## config.mk

```make
export PLATFORM = sky130hd
export DESIGN_NAME = dma_rd_top
export DESIGN_NICKNAME = d
export VERILOG_FILES = /design/src/hw/dma_rd_pkg.sv /design/src/hw/dma_rd_top.sv /design/src/hw/rd_data_sum.sv /design/src/hw/axi_addr_cross4k.sv /design/src/hw/burst_planner.sv /design/src/hw/dma_rd_ctrl.sv /design/src/hw/dma_rd_regs.sv
export SDC_FILE = /design/constraint.sdc
export NUM_CORES = 1
export LEC_CHECK = 0
export BUFFER_PORTS_ARGS = -buffer_cell sky130_fd_sc_hd__buf_2
export CAP_MARGIN = 20
export CORE_AREA = 2 2 177 265
export DETAILED_ROUTE_END_ITERATION = 7
export DIE_AREA = 0 0 179 267
export PLACE_DENSITY_LB_ADDON = 0.12
export SETUP_SLACK_MARGIN = 0.4
export SLEW_MARGIN = 10
export SYNTH_ARGS = -nofsm -noshare
export SYNTH_HDL_FRONTEND = slang
export SYNTH_HIERARCHICAL = 1
export SYNTH_SLANG_ARGS = --single-unit
```

## constraint.sdc

```tcl
create_clock -name i_aclk -period 5.4 [get_ports i_aclk]
set_clock_uncertainty 0.15 [all_clocks]
set_input_delay 1.08 -clock i_aclk [delete_from_list [all_inputs] [get_ports i_aclk]]
set_output_delay 1.08 -clock i_aclk [all_outputs]
set_load 0.02 [all_outputs]
```

## src/hw/dma_rd_pkg.sv

```systemverilog
package dma_rd_pkg;

    // ========================================================================
    // bus geometry
    // ========================================================================
    localparam int ADDR_W          = 32;
    localparam int DATA_W          = 128;
    localparam int LITE_W          = 32;
    localparam int BEAT_BYTES      = 16;
    localparam logic [2:0] AXI_SIZE = 3'd4;
    localparam int MAX_BURST       = 16;
    localparam int BEATS_W         = 12;
    localparam int MAX_OUTSTANDING = 4;
    // wide enough to hold 0..MAX_OUTSTANDING
    localparam int OUTS_W          = 3;
    localparam int ID_W            = 4;
    localparam logic [ID_W-1:0] AXI_ID = '0;
    localparam logic [1:0] AXI_BURST_INCR = 2'b01;
    localparam logic [1:0] RESP_OKAY      = 2'b00;

    // ========================================================================
    // register map
    // ========================================================================
    localparam logic [7:0] REG_CTRL   = 8'h00;
    localparam logic [7:0] REG_SRC    = 8'h04;
    localparam logic [7:0] REG_BEATS  = 8'h08;
    localparam logic [7:0] REG_STATUS = 8'h0C;
    localparam logic [7:0] REG_SUM    = 8'h10;

    typedef enum logic [1:0] {
        IDLE,
        RUN,
        DRAIN,
        DONE
    } ctrl_state_e;

    typedef enum logic [1:0] {
        SPLIT_IDLE,
        SPLIT_FST,
        SPLIT_LST
    } split_state_e;

    // len is beats minus one, as on arlen
    typedef struct packed {
        logic [ADDR_W-1:0] addr;
        logic [3:0]        len;
    } burst_req_t;

    typedef struct packed {
        logic [ADDR_W-1:0]  src_addr;
        logic [BEATS_W-1:0] beats;
    } dma_cfg_t;

    typedef struct packed {
        logic busy;
        logic done;
        logic err;
    } dma_status_t;

endpackage
```

## src/hw/dma_rd_top.sv

```systemverilog
`timescale 1ns/1ns

module dma_rd_top import dma_rd_pkg::*; (
    input  logic              i_aclk,
    input  logic              i_aresetn,
    // AXI4-Lite slave
    input  logic              i_s_awvalid,
    input  logic [ADDR_W-1:0] i_s_awaddr,
    output logic              o_s_awready,
    input  logic              i_s_wvalid,
    input  logic [LITE_W-1:0] i_s_wdata,
    input  logic [3:0]        i_s_wstrb,
    output logic              o_s_wready,
    output logic              o_s_bvalid,
    output logic [1:0]        o_s_bresp,
    input  logic              i_s_bready,
    input  logic              i_s_arvalid,
    input  logic [ADDR_W-1:0] i_s_araddr,
    output logic              o_s_arready,
    output logic              o_s_rvalid,
    output logic [LITE_W-1:0] o_s_rdata,
    output logic [1:0]        o_s_rresp,
    input  logic              i_s_rready,
    // AXI4 read master
    output logic              o_m_arvalid,
    output logic [ID_W-1:0]   o_m_arid,
    output logic [ADDR_W-1:0] o_m_araddr,
    output logic [3:0]        o_m_arlen,
    output logic [2:0]        o_m_arsize,
    output logic [1:0]        o_m_arburst,
    input  logic              i_m_arready,
    input  logic              i_m_rvalid,
    input  logic [DATA_W-1:0] i_m_rdata,
    input  logic [1:0]        i_m_rresp,
    input  logic              i_m_rlast,
    output logic              o_m_rready
);

    logic        start;
    logic        load;
    logic        clear;
    logic        plan_empty;
    logic        rd_idle;
    logic        err_seen;
    logic        req_valid;
    logic        req_ready;
    logic        ar_issued;
    logic        burst_retired;
    logic [31:0] checksum;
    dma_cfg_t    cfg;
    dma_status_t status;
    burst_req_t  req;

    dma_rd_regs u_regs (
        .i_aclk     (i_aclk),
        .i_aresetn  (i_aresetn),
        .i_awvalid  (i_s_awvalid),
        .i_awaddr   (i_s_awaddr),
        .o_awready  (o_s_awready),
        .i_wvalid   (i_s_wvalid),
        .i_wdata    (i_s_wdata),
        .i_wstrb    (i_s_wstrb),
        .o_wready   (o_s_wready),
        .o_bvalid   (o_s_bvalid),
        .o_bresp    (o_s_bresp),
        .i_bready   (i_s_bready),
        .i_arvalid  (i_s_arvalid),
        .i_araddr   (i_s_araddr),
        .o_arready  (o_s_arready),
        .o_rvalid   (o_s_rvalid),
        .o_rdata    (o_s_rdata),
        .o_rresp    (o_s_rresp),
        .i_rready   (i_s_rready),
        .i_status   (status),
        .i_checksum (checksum),
        .o_start    (start),
        .o_cfg      (cfg)
    );

    dma_rd_ctrl u_ctrl (
        .i_aclk       (i_aclk),
        .i_aresetn    (i_aresetn),
        .i_start      (start),
        .i_plan_empty (plan_empty),
        .i_rd_idle    (rd_idle),
        .i_err_seen   (err_seen),
        .o_load       (load),
        .o_clear      (clear),
        .o_status     (status)
    );

    burst_planner u_planner (
        .i_aclk       (i_aclk),
        .i_aresetn    (i_aresetn),
        .i_load       (load),
        .i_cfg        (cfg),
        .i_req_ready  (req_ready),
        .o_req_valid  (req_valid),
        .o_req        (req),
        .o_plan_empty (plan_empty)
    );

    axi_addr_cross4k u_cross4k (
        .i_aclk          (i_aclk),
        .i_aresetn       (i_aresetn),
        .i_req_valid     (req_valid),
        .i_req           (req),
        .o_req_ready     (req_ready),
        .o_ar_issued     (ar_issued),
        .i_burst_retired (burst_retired),
        .o_arvalid       (o_m_arvalid),
        .o_arid          (o_m_arid),
        .o_araddr        (o_m_araddr),
        .o_arlen         (o_m_arlen),
        .o_arsize        (o_m_arsize),
        .o_arburst       (o_m_arburst),
        .i_arready       (i_m_arready)
    );

    rd_data_sum u_data_sum (
        .i_aclk          (i_aclk),
        .i_aresetn       (i_aresetn),
        .i_clear         (clear),
        .i_busy          (status.busy),
        .i_ar_issued     (ar_issued),
        .i_rvalid        (i_m_rvalid),
        .i_rdata         (i_m_rdata),
        .i_rresp         (i_m_rresp),
        .i_rlast         (i_m_rlast),
        .o_rready        (o_m_rready),
        .o_burst_retired (burst_retired),
        .o_rd_idle       (rd_idle),
        .o_err_seen      (err_seen),
        .o_checksum      (checksum)
    );

endmodule

```

## src/hw/rd_data_sum.sv

```systemverilog
`timescale 1ns/1ns

module rd_data_sum import dma_rd_pkg::*; (
    input  logic              i_aclk,
    input  logic              i_aresetn,
    input  logic              i_clear,
    input  logic              i_busy,
    input  logic              i_ar_issued,
    input  logic              i_rvalid,
    input  logic [DATA_W-1:0] i_rdata,
    input  logic [1:0]        i_rresp,
    input  logic              i_rlast,
    output logic              o_rready,
    output logic              o_burst_retired,
    output logic              o_rd_idle,
    output logic              o_err_seen,
    output logic [31:0]       o_checksum
);

    logic              beat;
    logic [31:0]       beat_sum;
    logic [31:0]       sum_q;
    logic [OUTS_W-1:0] pending_q;
    logic              err_q;

    assign o_rready        = i_busy;
    assign beat            = i_rvalid && o_rready;
    assign o_burst_retired = beat && i_rlast;
    assign o_rd_idle       = (pending_q == '0);
    assign o_err_seen      = err_q;
    assign o_checksum      = sum_q;

    // word sum of one beat, wraps at 32 bits
    always_comb begin
        beat_sum = '0;
        for (int w = 0; w < DATA_W / 32; w++) begin
            beat_sum = beat_sum + i_rdata[32*w +: 32];
        end
    end

    always_ff @(posedge i_aclk or negedge i_aresetn) begin
        if (!i_aresetn) begin
            sum_q     <= '0;
            pending_q <= '0;
            err_q     <= 1'b0;
        end else if (i_clear) begin
            sum_q     <= '0;
            pending_q <= '0;
            err_q     <= 1'b0;
        end else begin
            if (beat) begin
                sum_q <= sum_q + beat_sum;
            end
            // one R burst expected per AR
            pending_q <= pending_q + OUTS_W'(i_ar_issued) - OUTS_W'(o_burst_retired);
            if (beat && (i_rresp != RESP_OKAY)) begin
                err_q <= 1'b1;
            end
        end
    end

endmodule

```

## src/hw/axi_addr_cross4k.sv

```systemverilog
`timescale 1ns/1ns

module axi_addr_cross4k import dma_rd_pkg::*; (
    input  logic              i_aclk,
    input  logic              i_aresetn,
    // request from the planner
    input  logic              i_req_valid,
    input  burst_req_t        i_req,
    output logic              o_req_ready,
    // bookkeeping with the data side
    output logic              o_ar_issued,
    input  logic              i_burst_retired,
    // AXI AR channel
    output logic              o_arvalid,
    output logic [ID_W-1:0]   o_arid,
    output logic [ADDR_W-1:0] o_araddr,
    output logic [3:0]        o_arlen,
    output logic [2:0]        o_arsize,
    output logic [1:0]        o_arburst,
    input  logic              i_arready
);

    split_state_e      state_q;
    split_state_e      state_d;
    logic [ADDR_W-1:0] burst_end;
    logic              cross_4k;
    logic [3:0]        first_len;
    logic [ADDR_W-1:0] last_addr;
    logic [3:0]        last_len;
    logic [OUTS_W-1:0] outstanding_q;
    logic              at_limit;
    logic              ar_hs;

    assign o_arid    = AXI_ID;
    assign o_arsize  = AXI_SIZE;
    assign o_arburst = AXI_BURST_INCR;

    // ========================================================================
    // 4 KB crossing detect and split parts
    // ========================================================================
    assign burst_end = i_req.addr + ({ADDR_W'(i_req.len) + 1'b1} << 4) - 1'b1;
    assign cross_4k  = i_req.addr[12] ^ burst_end[12];
    // beats left up to the boundary, minus one
    assign first_len = 4'(8'hFF - i_req.addr[11:4]);
    assign last_addr = {burst_end[ADDR_W-1:12], 12'h000};
    assign last_len  = i_req.len - first_len - 4'd1;

    assign at_limit    = (outstanding_q >= OUTS_W'(MAX_OUTSTANDING));
    assign ar_hs       = o_arvalid && i_arready;
    assign o_ar_issued = ar_hs;

    always_ff @(posedge i_aclk or negedge i_aresetn) begin
        if (!i_aresetn) begin
            state_q       <= SPLIT_IDLE;
            outstanding_q <= '0;
        end else begin
            state_q <= state_d;
            case ({ar_hs, i_burst_retired})
                2'b10:   outstanding_q <= outstanding_q + 1'b1;
                2'b01:   outstanding_q <= outstanding_q - 1'b1;
                default: outstanding_q <= outstanding_q;
            endcase
        end
    end

    always_comb begin
        state_d     = state_q;
        o_arvalid   = 1'b0;
        o_araddr    = i_req.addr;
        o_arlen     = i_req.len;
        o_req_ready = 1'b0;
        case (state_q)
            SPLIT_IDLE: begin
                // whole burst goes out in the same cycle
                o_arvalid   = i_req_valid && !cross_4k && !at_limit;
                o_req_ready = ar_hs;
                if (i_req_valid && cross_4k) begin
                    state_d = SPLIT_FST;
                end
            end
            SPLIT_FST: begin
                o_arvalid = i_req_valid && !at_limit;
                o_arlen   = first_len;
                if (ar_hs) begin
                    state_d = SPLIT_LST;
                end
            end
            SPLIT_LST: begin
                o_arvalid   = !at_limit;
                o_araddr    = last_addr;
                o_arlen     = last_len;
                o_req_ready = ar_hs;
                if (ar_hs) begin
                    state_d = SPLIT_IDLE;
                end
            end
            default: begin
                state_d = SPLIT_IDLE;
            end
        endcase
    end

endmodule

```

## src/hw/burst_planner.sv

```systemverilog
`timescale 1ns/1ns

module burst_planner import dma_rd_pkg::*; (
    input  logic       i_aclk,
    input  logic       i_aresetn,
    input  logic       i_load,
    input  dma_cfg_t   i_cfg,
    input  logic       i_req_ready,
    output logic       o_req_valid,
    output burst_req_t o_req,
    output logic       o_plan_empty
);

    logic [ADDR_W-1:0]  addr_q;
    logic [BEATS_W-1:0] remain_q;
    logic [4:0]         burst_beats;
    logic               hs;

    // up to MAX_BURST beats per request
    assign burst_beats = (remain_q >= BEATS_W'(MAX_BURST)) ? 5'(MAX_BURST) : remain_q[4:0];

    assign o_req_valid  = (remain_q != '0);
    assign o_plan_empty = (remain_q == '0);
    assign o_req.addr   = addr_q;
    assign o_req.len    = 4'(burst_beats - 5'd1);

    assign hs = o_req_valid && i_req_ready;

    always_ff @(posedge i_aclk or negedge i_aresetn) begin
        if (!i_aresetn) begin
            remain_q <= '0;
        end else if (i_load) begin
            remain_q <= i_cfg.beats;
        end else if (hs) begin
            remain_q <= remain_q - BEATS_W'(burst_beats);
        end
    end

    // low address bits dropped as transfers are beat aligned
    always_ff @(posedge i_aclk) begin
        if (i_load) begin
            addr_q <= {i_cfg.src_addr[ADDR_W-1:4], 4'h0};
        end else if (hs) begin
            addr_q <= addr_q + ADDR_W'(burst_beats) * ADDR_W'(BEAT_BYTES);
        end
    end

endmodule

```

## src/hw/dma_rd_ctrl.sv

```systemverilog
`timescale 1ns/1ns

module dma_rd_ctrl import dma_rd_pkg::*; (
    input  logic        i_aclk,
    input  logic        i_aresetn,
    input  logic        i_start,
    input  logic        i_plan_empty,
    input  logic        i_rd_idle,
    input  logic        i_err_seen,
    output logic        o_load,
    output logic        o_clear,
    output dma_status_t o_status
);

    ctrl_state_e state_q;
    ctrl_state_e state_d;
    logic        launch;

    // a new transfer may start from idle or after a finished one
    assign launch  = i_start && ((state_q == IDLE) || (state_q == DONE));
    assign o_load  = launch;
    assign o_clear = launch;

    // ========================================================================
    // state machine
    // ========================================================================
    always_ff @(posedge i_aclk or negedge i_aresetn) begin
        if (!i_aresetn) begin
            state_q <= IDLE;
        end else begin
            state_q <= state_d;
        end
    end

    always_comb begin
        state_d = state_q;
        case (state_q)
            IDLE: begin
                if (launch) begin
                    state_d = RUN;
                end
            end
            RUN: begin
                // an empty transfer skips the drain step
                if (i_plan_empty && i_rd_idle) begin
                    state_d = DONE;
                end else if (i_plan_empty) begin
                    state_d = DRAIN;
                end
            end
            DRAIN: begin
                if (i_rd_idle) begin
                    state_d = DONE;
                end
            end
            DONE: begin
                if (launch) begin
                    state_d = RUN;
                end
            end
            default: begin
                state_d = IDLE;
            end
        endcase
    end

    assign o_status.busy = (state_q == RUN) || (state_q == DRAIN);
    assign o_status.done = (state_q == DONE);
    // sticky in the data path and cleared on start
    assign o_status.err  = i_err_seen;

endmodule

```

## src/hw/dma_rd_regs.sv

```systemverilog
`timescale 1ns/1ns

module dma_rd_regs import dma_rd_pkg::*; (
    input  logic              i_aclk,
    input  logic              i_aresetn,
    // write address and data
    input  logic              i_awvalid,
    input  logic [ADDR_W-1:0] i_awaddr,
    output logic              o_awready,
    input  logic              i_wvalid,
    input  logic [LITE_W-1:0] i_wdata,
    input  logic [3:0]        i_wstrb,
    output logic              o_wready,
    // write response
    output logic              o_bvalid,
    output logic [1:0]        o_bresp,
    input  logic              i_bready,
    // read address and data
    input  logic              i_arvalid,
    input  logic [ADDR_W-1:0] i_araddr,
    output logic              o_arready,
    output logic              o_rvalid,
    output logic [LITE_W-1:0] o_rdata,
    output logic [1:0]        o_rresp,
    input  logic              i_rready,
    // engine side
    input  dma_status_t       i_status,
    input  logic [31:0]       i_checksum,
    output logic              o_start,
    output dma_cfg_t          o_cfg
);

    logic        wr_en;
    logic        rd_en;
    logic        bvalid_q;
    logic        rvalid_q;
    logic        start_q;
    dma_cfg_t    cfg_q;
    logic [LITE_W-1:0] rdata_q;
    logic [LITE_W-1:0] rd_mux;

    // aw and w taken together with one write in flight
    assign wr_en     = i_awvalid && i_wvalid && !bvalid_q;
    assign o_awready = wr_en;
    assign o_wready  = wr_en;
    assign o_bvalid  = bvalid_q;
    assign o_bresp   = RESP_OKAY;

    assign o_arready = !rvalid_q;
    assign rd_en     = i_arvalid && !rvalid_q;
    assign o_rvalid  = rvalid_q;
    assign o_rdata   = rdata_q;
    assign o_rresp   = RESP_OKAY;

    assign o_start = start_q;
    assign o_cfg   = cfg_q;

    always_ff @(posedge i_aclk or negedge i_aresetn) begin
        if (!i_aresetn) begin
            bvalid_q <= 1'b0;
            rvalid_q <= 1'b0;
            start_q  <= 1'b0;
            cfg_q    <= '0;
        end else begin
            if (wr_en) begin
                bvalid_q <= 1'b1;
            end else if (i_bready) begin
                bvalid_q <= 1'b0;
            end
            if (rd_en) begin
                rvalid_q <= 1'b1;
            end else if (i_rready) begin
                rvalid_q <= 1'b0;
            end
            // go bit is ignored while a transfer runs
            start_q <= wr_en && (i_awaddr[7:0] == REG_CTRL) && i_wstrb[0] &&
                       i_wdata[0] && !i_status.busy;
            if (wr_en && (i_awaddr[7:0] == REG_SRC)) begin
                for (int b = 0; b < 4; b++) begin
                    if (i_wstrb[b]) begin
                        cfg_q.src_addr[8*b +: 8] <= i_wdata[8*b +: 8];
                    end
                end
            end
            if (wr_en && (i_awaddr[7:0] == REG_BEATS)) begin
                if (i_wstrb[0]) begin
                    cfg_q.beats[7:0] <= i_wdata[7:0];
                end
                if (i_wstrb[1]) begin
                    cfg_q.beats[BEATS_W-1:8] <= i_wdata[BEATS_W-1:8];
                end
            end
        end
    end

    // status bits from bit 0 up are busy, done and err
    always_comb begin
        case (i_araddr[7:0])
            REG_CTRL:   rd_mux = '0;
            REG_SRC:    rd_mux = cfg_q.src_addr;
            REG_BEATS:  rd_mux = LITE_W'(cfg_q.beats);
            REG_STATUS: rd_mux = LITE_W'({i_status.err, i_status.done, i_status.busy});
            REG_SUM:    rd_mux = i_checksum;
            default:    rd_mux = '0;
        endcase
    end

    always_ff @(posedge i_aclk) begin
        if (rd_en) begin
            rdata_q <= rd_mux;
        end
    end

endmodule

```

Word-level counts from Yosys, hierarchy flattened
Cells that the tools add are included.
Widths: inputs -> output; s select.
- bits in latches: 0
- output and inout port bits: 88
- RAM bits: 0
- word-level logic and storage cells: 137
- memories: 0
- memory bits (read-only): 0
- input bits: 240
- flip-flop bits (word level): 166
- $mul: 0
- shift-type cells: 0
- equality and inequality tests: 19
- add/subtract/negate cells: 17
- multiplexer cells: 29
- bitwise logic cells: 1
- magnitude comparators: 2
- div/mod/pow operators: 0
- reductions and logical operators: 50
- operators by type and width (kind ; count):
    $mux 32 ; 5
    $add 32x32->32 ; 4
    $pmux 32 s4 ; 1
    $add 32x9->32 ; 2
    $sub 32x1->32 const B ; 1
    $eq 8x4->1 const B ; 3
    $mux 12 ; 2
    $logic_and 1x1->1 ; 20
    $eq 8x3->1 const B ; 2
    $mux 2 ; 7
    $reduce_bool 2->1 ; 7
    $ge 12x5->1 const B ; 1
    $logic_not 12->1 ; 1
    $pmux 2 s3 ; 2
    $reduce_and 2->1 ; 6
    $reduce_bool 12->1 ; 1
    $sub 12x5->12 ; 1
    $ne 2x1->1 const B ; 5
    $eq 2x2->1 const B ; 4
    $eq 8x5->1 const B ; 1
    $logic_not 8->1 ; 1
    $pmux 4 s2 ; 1
    $sub 4x1->4 const B ; 2
    $mux 1 ; 7
    other kinds (21) ; 31

Depth between registers and ports, before layout
- word-level depth: 16
- depth in mapped cells: 23
- depth with buffers taken out: 23

Hierarchy
The synthesis kept the hierarchy.
- modules (own cells, without submodules) (module ; area each (um^2) ; cells an instance ; instances ; seq. area each (um^2)):
    rd_data_sum ; 5879.4 ; 719 ; 1 ; 900.9
    dma_rd_regs ; 3448.3 ; 228 ; 1 ; 2137.0
    burst_planner ; 2791.4 ; 294 ; 1 ; 1141.1
    axi_addr_cross4k ; 2524.9 ; 351 ; 1 ; 125.1
    dma_rd_ctrl ; 186.4 ; 20 ; 1 ; 50.0

Worst setup path after synthesis
Ideal clock, no wire load.
- path type: reg2reg
- start point: register u_planner.remain_q[7]
- end point: register u_planner.addr_q[10] (enable)
- arrival: 5426 ps
- setup time: 417 ps
- path slack: -592 ps
- data required time: 4833 ps
- path buffers: 1
- clock period less this slack: 5992 ps
- stages on the path, launching flop included: 21
- cell sequence: dfrtp_1 -> nor4_1 -> and2_1 -> nand2_1 -> ha_1 -> xor2_1 -> nand3_1 -> xnor2_1 -> ha_1 -> inv_1 -> ha_1 -> nand2_1 -> a21oi_1 -> a21boi_0 -> o21a_1 -> o311ai_4 -> xnor2_1 -> a211oi_1 -> clkbuf_1 -> inv_1 -> o21ai_1
- RTL lines (element ; line ; text):
    from (decl) ; burst_planner.sv:15 ; logic [BEATS_W-1:0] remain_q;
    from (signal assigned) ; burst_planner.sv:33 ; remain_q <= i_cfg.beats;
    from (signal assigned) ; burst_planner.sv:35 ; remain_q <= remain_q - BEATS_W'(burst_beats);
    to (signal assigned) ; burst_planner.sv:42 ; addr_q <= {i_cfg.src_addr[ADDR_W-1:4], 4'h0};
    to (signal assigned) ; burst_planner.sv:44 ; addr_q <= addr_q + ADDR_W'(burst_beats) * ADDR_W'(BEAT_BYTES);
    to (decl) ; burst_planner.sv:14 ; logic [ADDR_W-1:0] addr_q;

==> impl_results.md <==
* Post-layout util at 41.3%
* R2r worst-path depth at 28
* Min-Delay Endpoint: u_cross4k/outstanding_q[2]$_DFFE_PN0P_
* Synth area leaders: dfrtp_1 (17%), fa_1 (13%), edfxtp_1 (12%)
* Initial Util at about a third
* Final instance area at approximately 0.019 sq mm
* Vias per std cell at about 4.7
* Routed wl met3 at between 1000 and 1500 um
* Initial DRC Count at 466
* Setup crit start kind: register
* R2r setup slk at ~80 ps
* Avg Cell Area, Syn at between 9 and 10 sq um
* Largest net degree at the start of global routing at 69
* Final hold vios at 0
* TritonRoute pass-1 iters at 6
* TritonCTS clock tree: built
* Post-synth EDFFs at 60
* Slowest-stage cell, CP: dfrtp_2
* DRC viols at 0
* Num rows at 96
* Switching part of the total power at 45.9%
* Die width at between 150 and 200 um
* Reg clk slew, reported paths at around 70 ps
* CTS buffer count at 17
* Io pins at approximately 330
* Routed len/inst at 15.9 um
* H-tree Lvls at 4
* Post-synth top cells: inv_1 (382), nand2_1 (113), dfrtp_1 (102)
* Layout area overhead at 26.9%
* Die Height at approximately 270 um
* # setup viols final at 11
* GPL Wtd Cong at 0.897
* Wl on met1 at 16900 um
* Worst hold path class: register to register
* Cell Area, Synth at 0.0148 sq mm
* Root buf cell: clkbuf_16
* Reg2reg start: u_planner/remain_q[4]$_DFFE_PN0P_
* Final WL at 40300 um
* GRT Residual Overflow at 0
* Detail Placement HPWL at ~32000 um
* PD cells at approximately 540 mW/mm^2
* Power share of the clock group at 12.6%
* Vias in the first global route at 12462
* Gate power share at 68.5%
* Seq/Total Area, Yosys at approximately 29%
* Slowest cell delay on critical path at around 440 ps
* Seq pwr share at a little under a fifth
* Worst Setup End Kind: output pin
* Setup ws final at -124 ps
* Top layer in use: met5
* Required time worst endpoint at 4170 ps
* Status: finished with violations
* First-pass GRT wire length at ~64000 um
* Count of different cell masters after synthesis at between 90 and 100
* Initial antenna violation count at 3
* Worst-path fanout max at 6
* Critical path arrival at roughly 4300 ps
* Shortest period the worst path allows at between 5000 and 6000 ps
* Core box area at between 0.04 and 0.05 sq mm
* WS Path Type: register to output pin
* # fillers at 4553
* Nets at between 2000 and 2500
* Top cell by count, worst path: buf_4
* Synthesis-stage register bit count at roughly 160
* DP Area at about 0.017 sq mm
* GRT Total Usage at between 15 and 20%
* Antenna-violating nets left at 0
* WHS Path Cells at 1
* Slew HR at 33.0%
* Cell with the most instances after synthesis: inv_1
* Ys async rst share at a little over three fifths
* Worst Path Buf+Inv at 6
* Most common flop cell mapped by yosys: dfrtp_1
* Crit path launch: u_planner/remain_q[4]$_DFFE_PN0P_
* Buffers on Ports at about 260
* Syn. warnings at 6
* Internal cell power at 5.54 mW
* Top cell type by total area after synthesis: dfrtp_1
* Period utilisation layout at 102%
* Worst Tran Pin Value at 1000 ps
* Total of max-cap violations at 0
* RSZ-0062 raised after global routing: yes
* Met2 wire len at 21300 um
* Max Root-Sink Buffers at 2
* Hold Path Origin: u_cross4k/outstanding_q[2]$_DFFE_PN0P_
* Cts hold-fix bufs at 0
* CTS Sinks at around 160
* Critical Path, Cell by Cell: nor4_4, buf_4, buf_4, and3_4, xor2_2, buf_4, nand3_1, ha_1, inv_1, ha_4, nand2_2, buf_4, nand4b_1, and4_4, o21a_4, o21a_1, o311ai_2, buf_4
* Critical path's top delay family: simple AND/OR/NAND/NOR gates
* Sw Pwr at around 4.7 mW
* Reg2reg end: u_planner/remain_q[8]$_DFFE_PN0P_
* Synth top area share at approximately 17%
* Post-Syn Instances at 1612
* Fraction of layout cells with a size suffix above 1 at approximately 30%
* Die area at 0.0478 sq mm
* VDD IR max at 0.000202 V
* Fin. max-slew vios at 0
* Failing checks: setup timing
* Leak at about 9.2 nW
* Clk_lat worst skew at 440 ps
* Vias post-DR at about 12000
* FMAX at about 0.18 GHz
[cell usage in the layout, fill, tap and decap left out, types with 49 or more instances in the layout]
cell / instances
fa_1: 94
buf_2: 239
inv_1: 371
o21ai_0: 64
dfrtp_1: 101
buf_4: 103
ha_1: 76
edfxtp_1: 60
nor2_1: 49
nand2_1: 109
[through the flow]
step	instances	total power, mW	setup slack (ps)	TNS (ps)	hold WS, ps
after global placement	2467	8.04	-142	-512	312
after CTS	2519	9.87	-153	-1190	325
after detailed placement	2467	8.11	-115	-449	309
after floorplan	1625	6.33	336	0	292
final	2537	10.2	-124	-639	318
after global routing	2537	11.2	-322	-4620	363
[kinds of logic (layout without fill, tap and decap cells)]
group	after synthesis	in the layout	share of synthesized area, %
AOI/OAI and AO/OA	335	335	16.2
xor gates and xnor gates	81	81	4.78
and+or+nand+nor	327	327	12.2
DFF	162	162	29.4
adders and majority gates	184	184	20.4
muxes	65	65	4.83
buffers and inverters	453	776	12.2
other	5	19	0.127
[how the worst max path moves through the flow]
stage / to / slack (ps) / cells past startpoint
finish: o_m_araddr[30] / -120 / 18
global route: o_m_araddr[19] / -320 / 22
CTS: o_m_araddr[24] / -150 / 20
detailed placement: u_data_sum/o_checksum[31]$_DFFE_PN0P_ / -110 / 17
global placement: u_data_sum/o_checksum[28]$_DFFE_PN0P_ / -140 / 18
floorplan: u_data_sum/o_checksum[31]$_DFFE_PN0P_ / 340 / 16
[sequential cells by signal, summed over array words and instances (netlist names), 3 cells and up]
signal / count
u_regs/o_rdata: 32
u_planner/remain_q: 12
u_cross4k/outstanding_q: 3
u_planner/addr_q: 28
u_data_sum/o_checksum: 32
u_data_sum/pending_q: 3
u_regs/o_cfg: 44
[layout make-up]
class	count	area [sq um]	share of cell area, %
flip-flops and latches	162	4360	23.1
diodes	1	2.50	0.0133
repair buffers	360	2220	11.8
well taps	588	736	3.91
inverters	384	1450	7.70
clock buffers	17	425	2.26
multi-input cells	1010	9440	50.2
clock inverters	15	189	1.00
[power groups by stage]
stage | sequential [mW] | clock, mW | combinational (mW)
4_1_cts | 1.94 | 1.33 | 6.59
5_1_grt | 1.98 | 1.38 | 7.85
2_1_floorplan | 1.88 | 0 | 4.46
6_report | 1.93 | 1.29 | 7.01
3_3_place_gp | 1.96 | 0 | 6.09
3_5_place_dp | 1.96 | 0 | 6.15
[metal layers]
| layer | track usage, % | vias to the layer above |
|---|---|---|
| li1 | - | 5984 |
| met2 | 31.0 | 238 |
| met5 | 0 | - |
| met1 | 20.9 | 5760 |
| met4 | 5.32 | 4 |
| met3 | 2.14 | 48 |
[timing repair]
item                                    CTS  global route
cloned                                    0             3
setup buffers                            20            14
gates resized for setup                  95            57
endpoints found under the setup margin   28            75
endpoints found under the hold margin     0             0
pin swaps                                41            43
(Power assumes the default switching activity.)
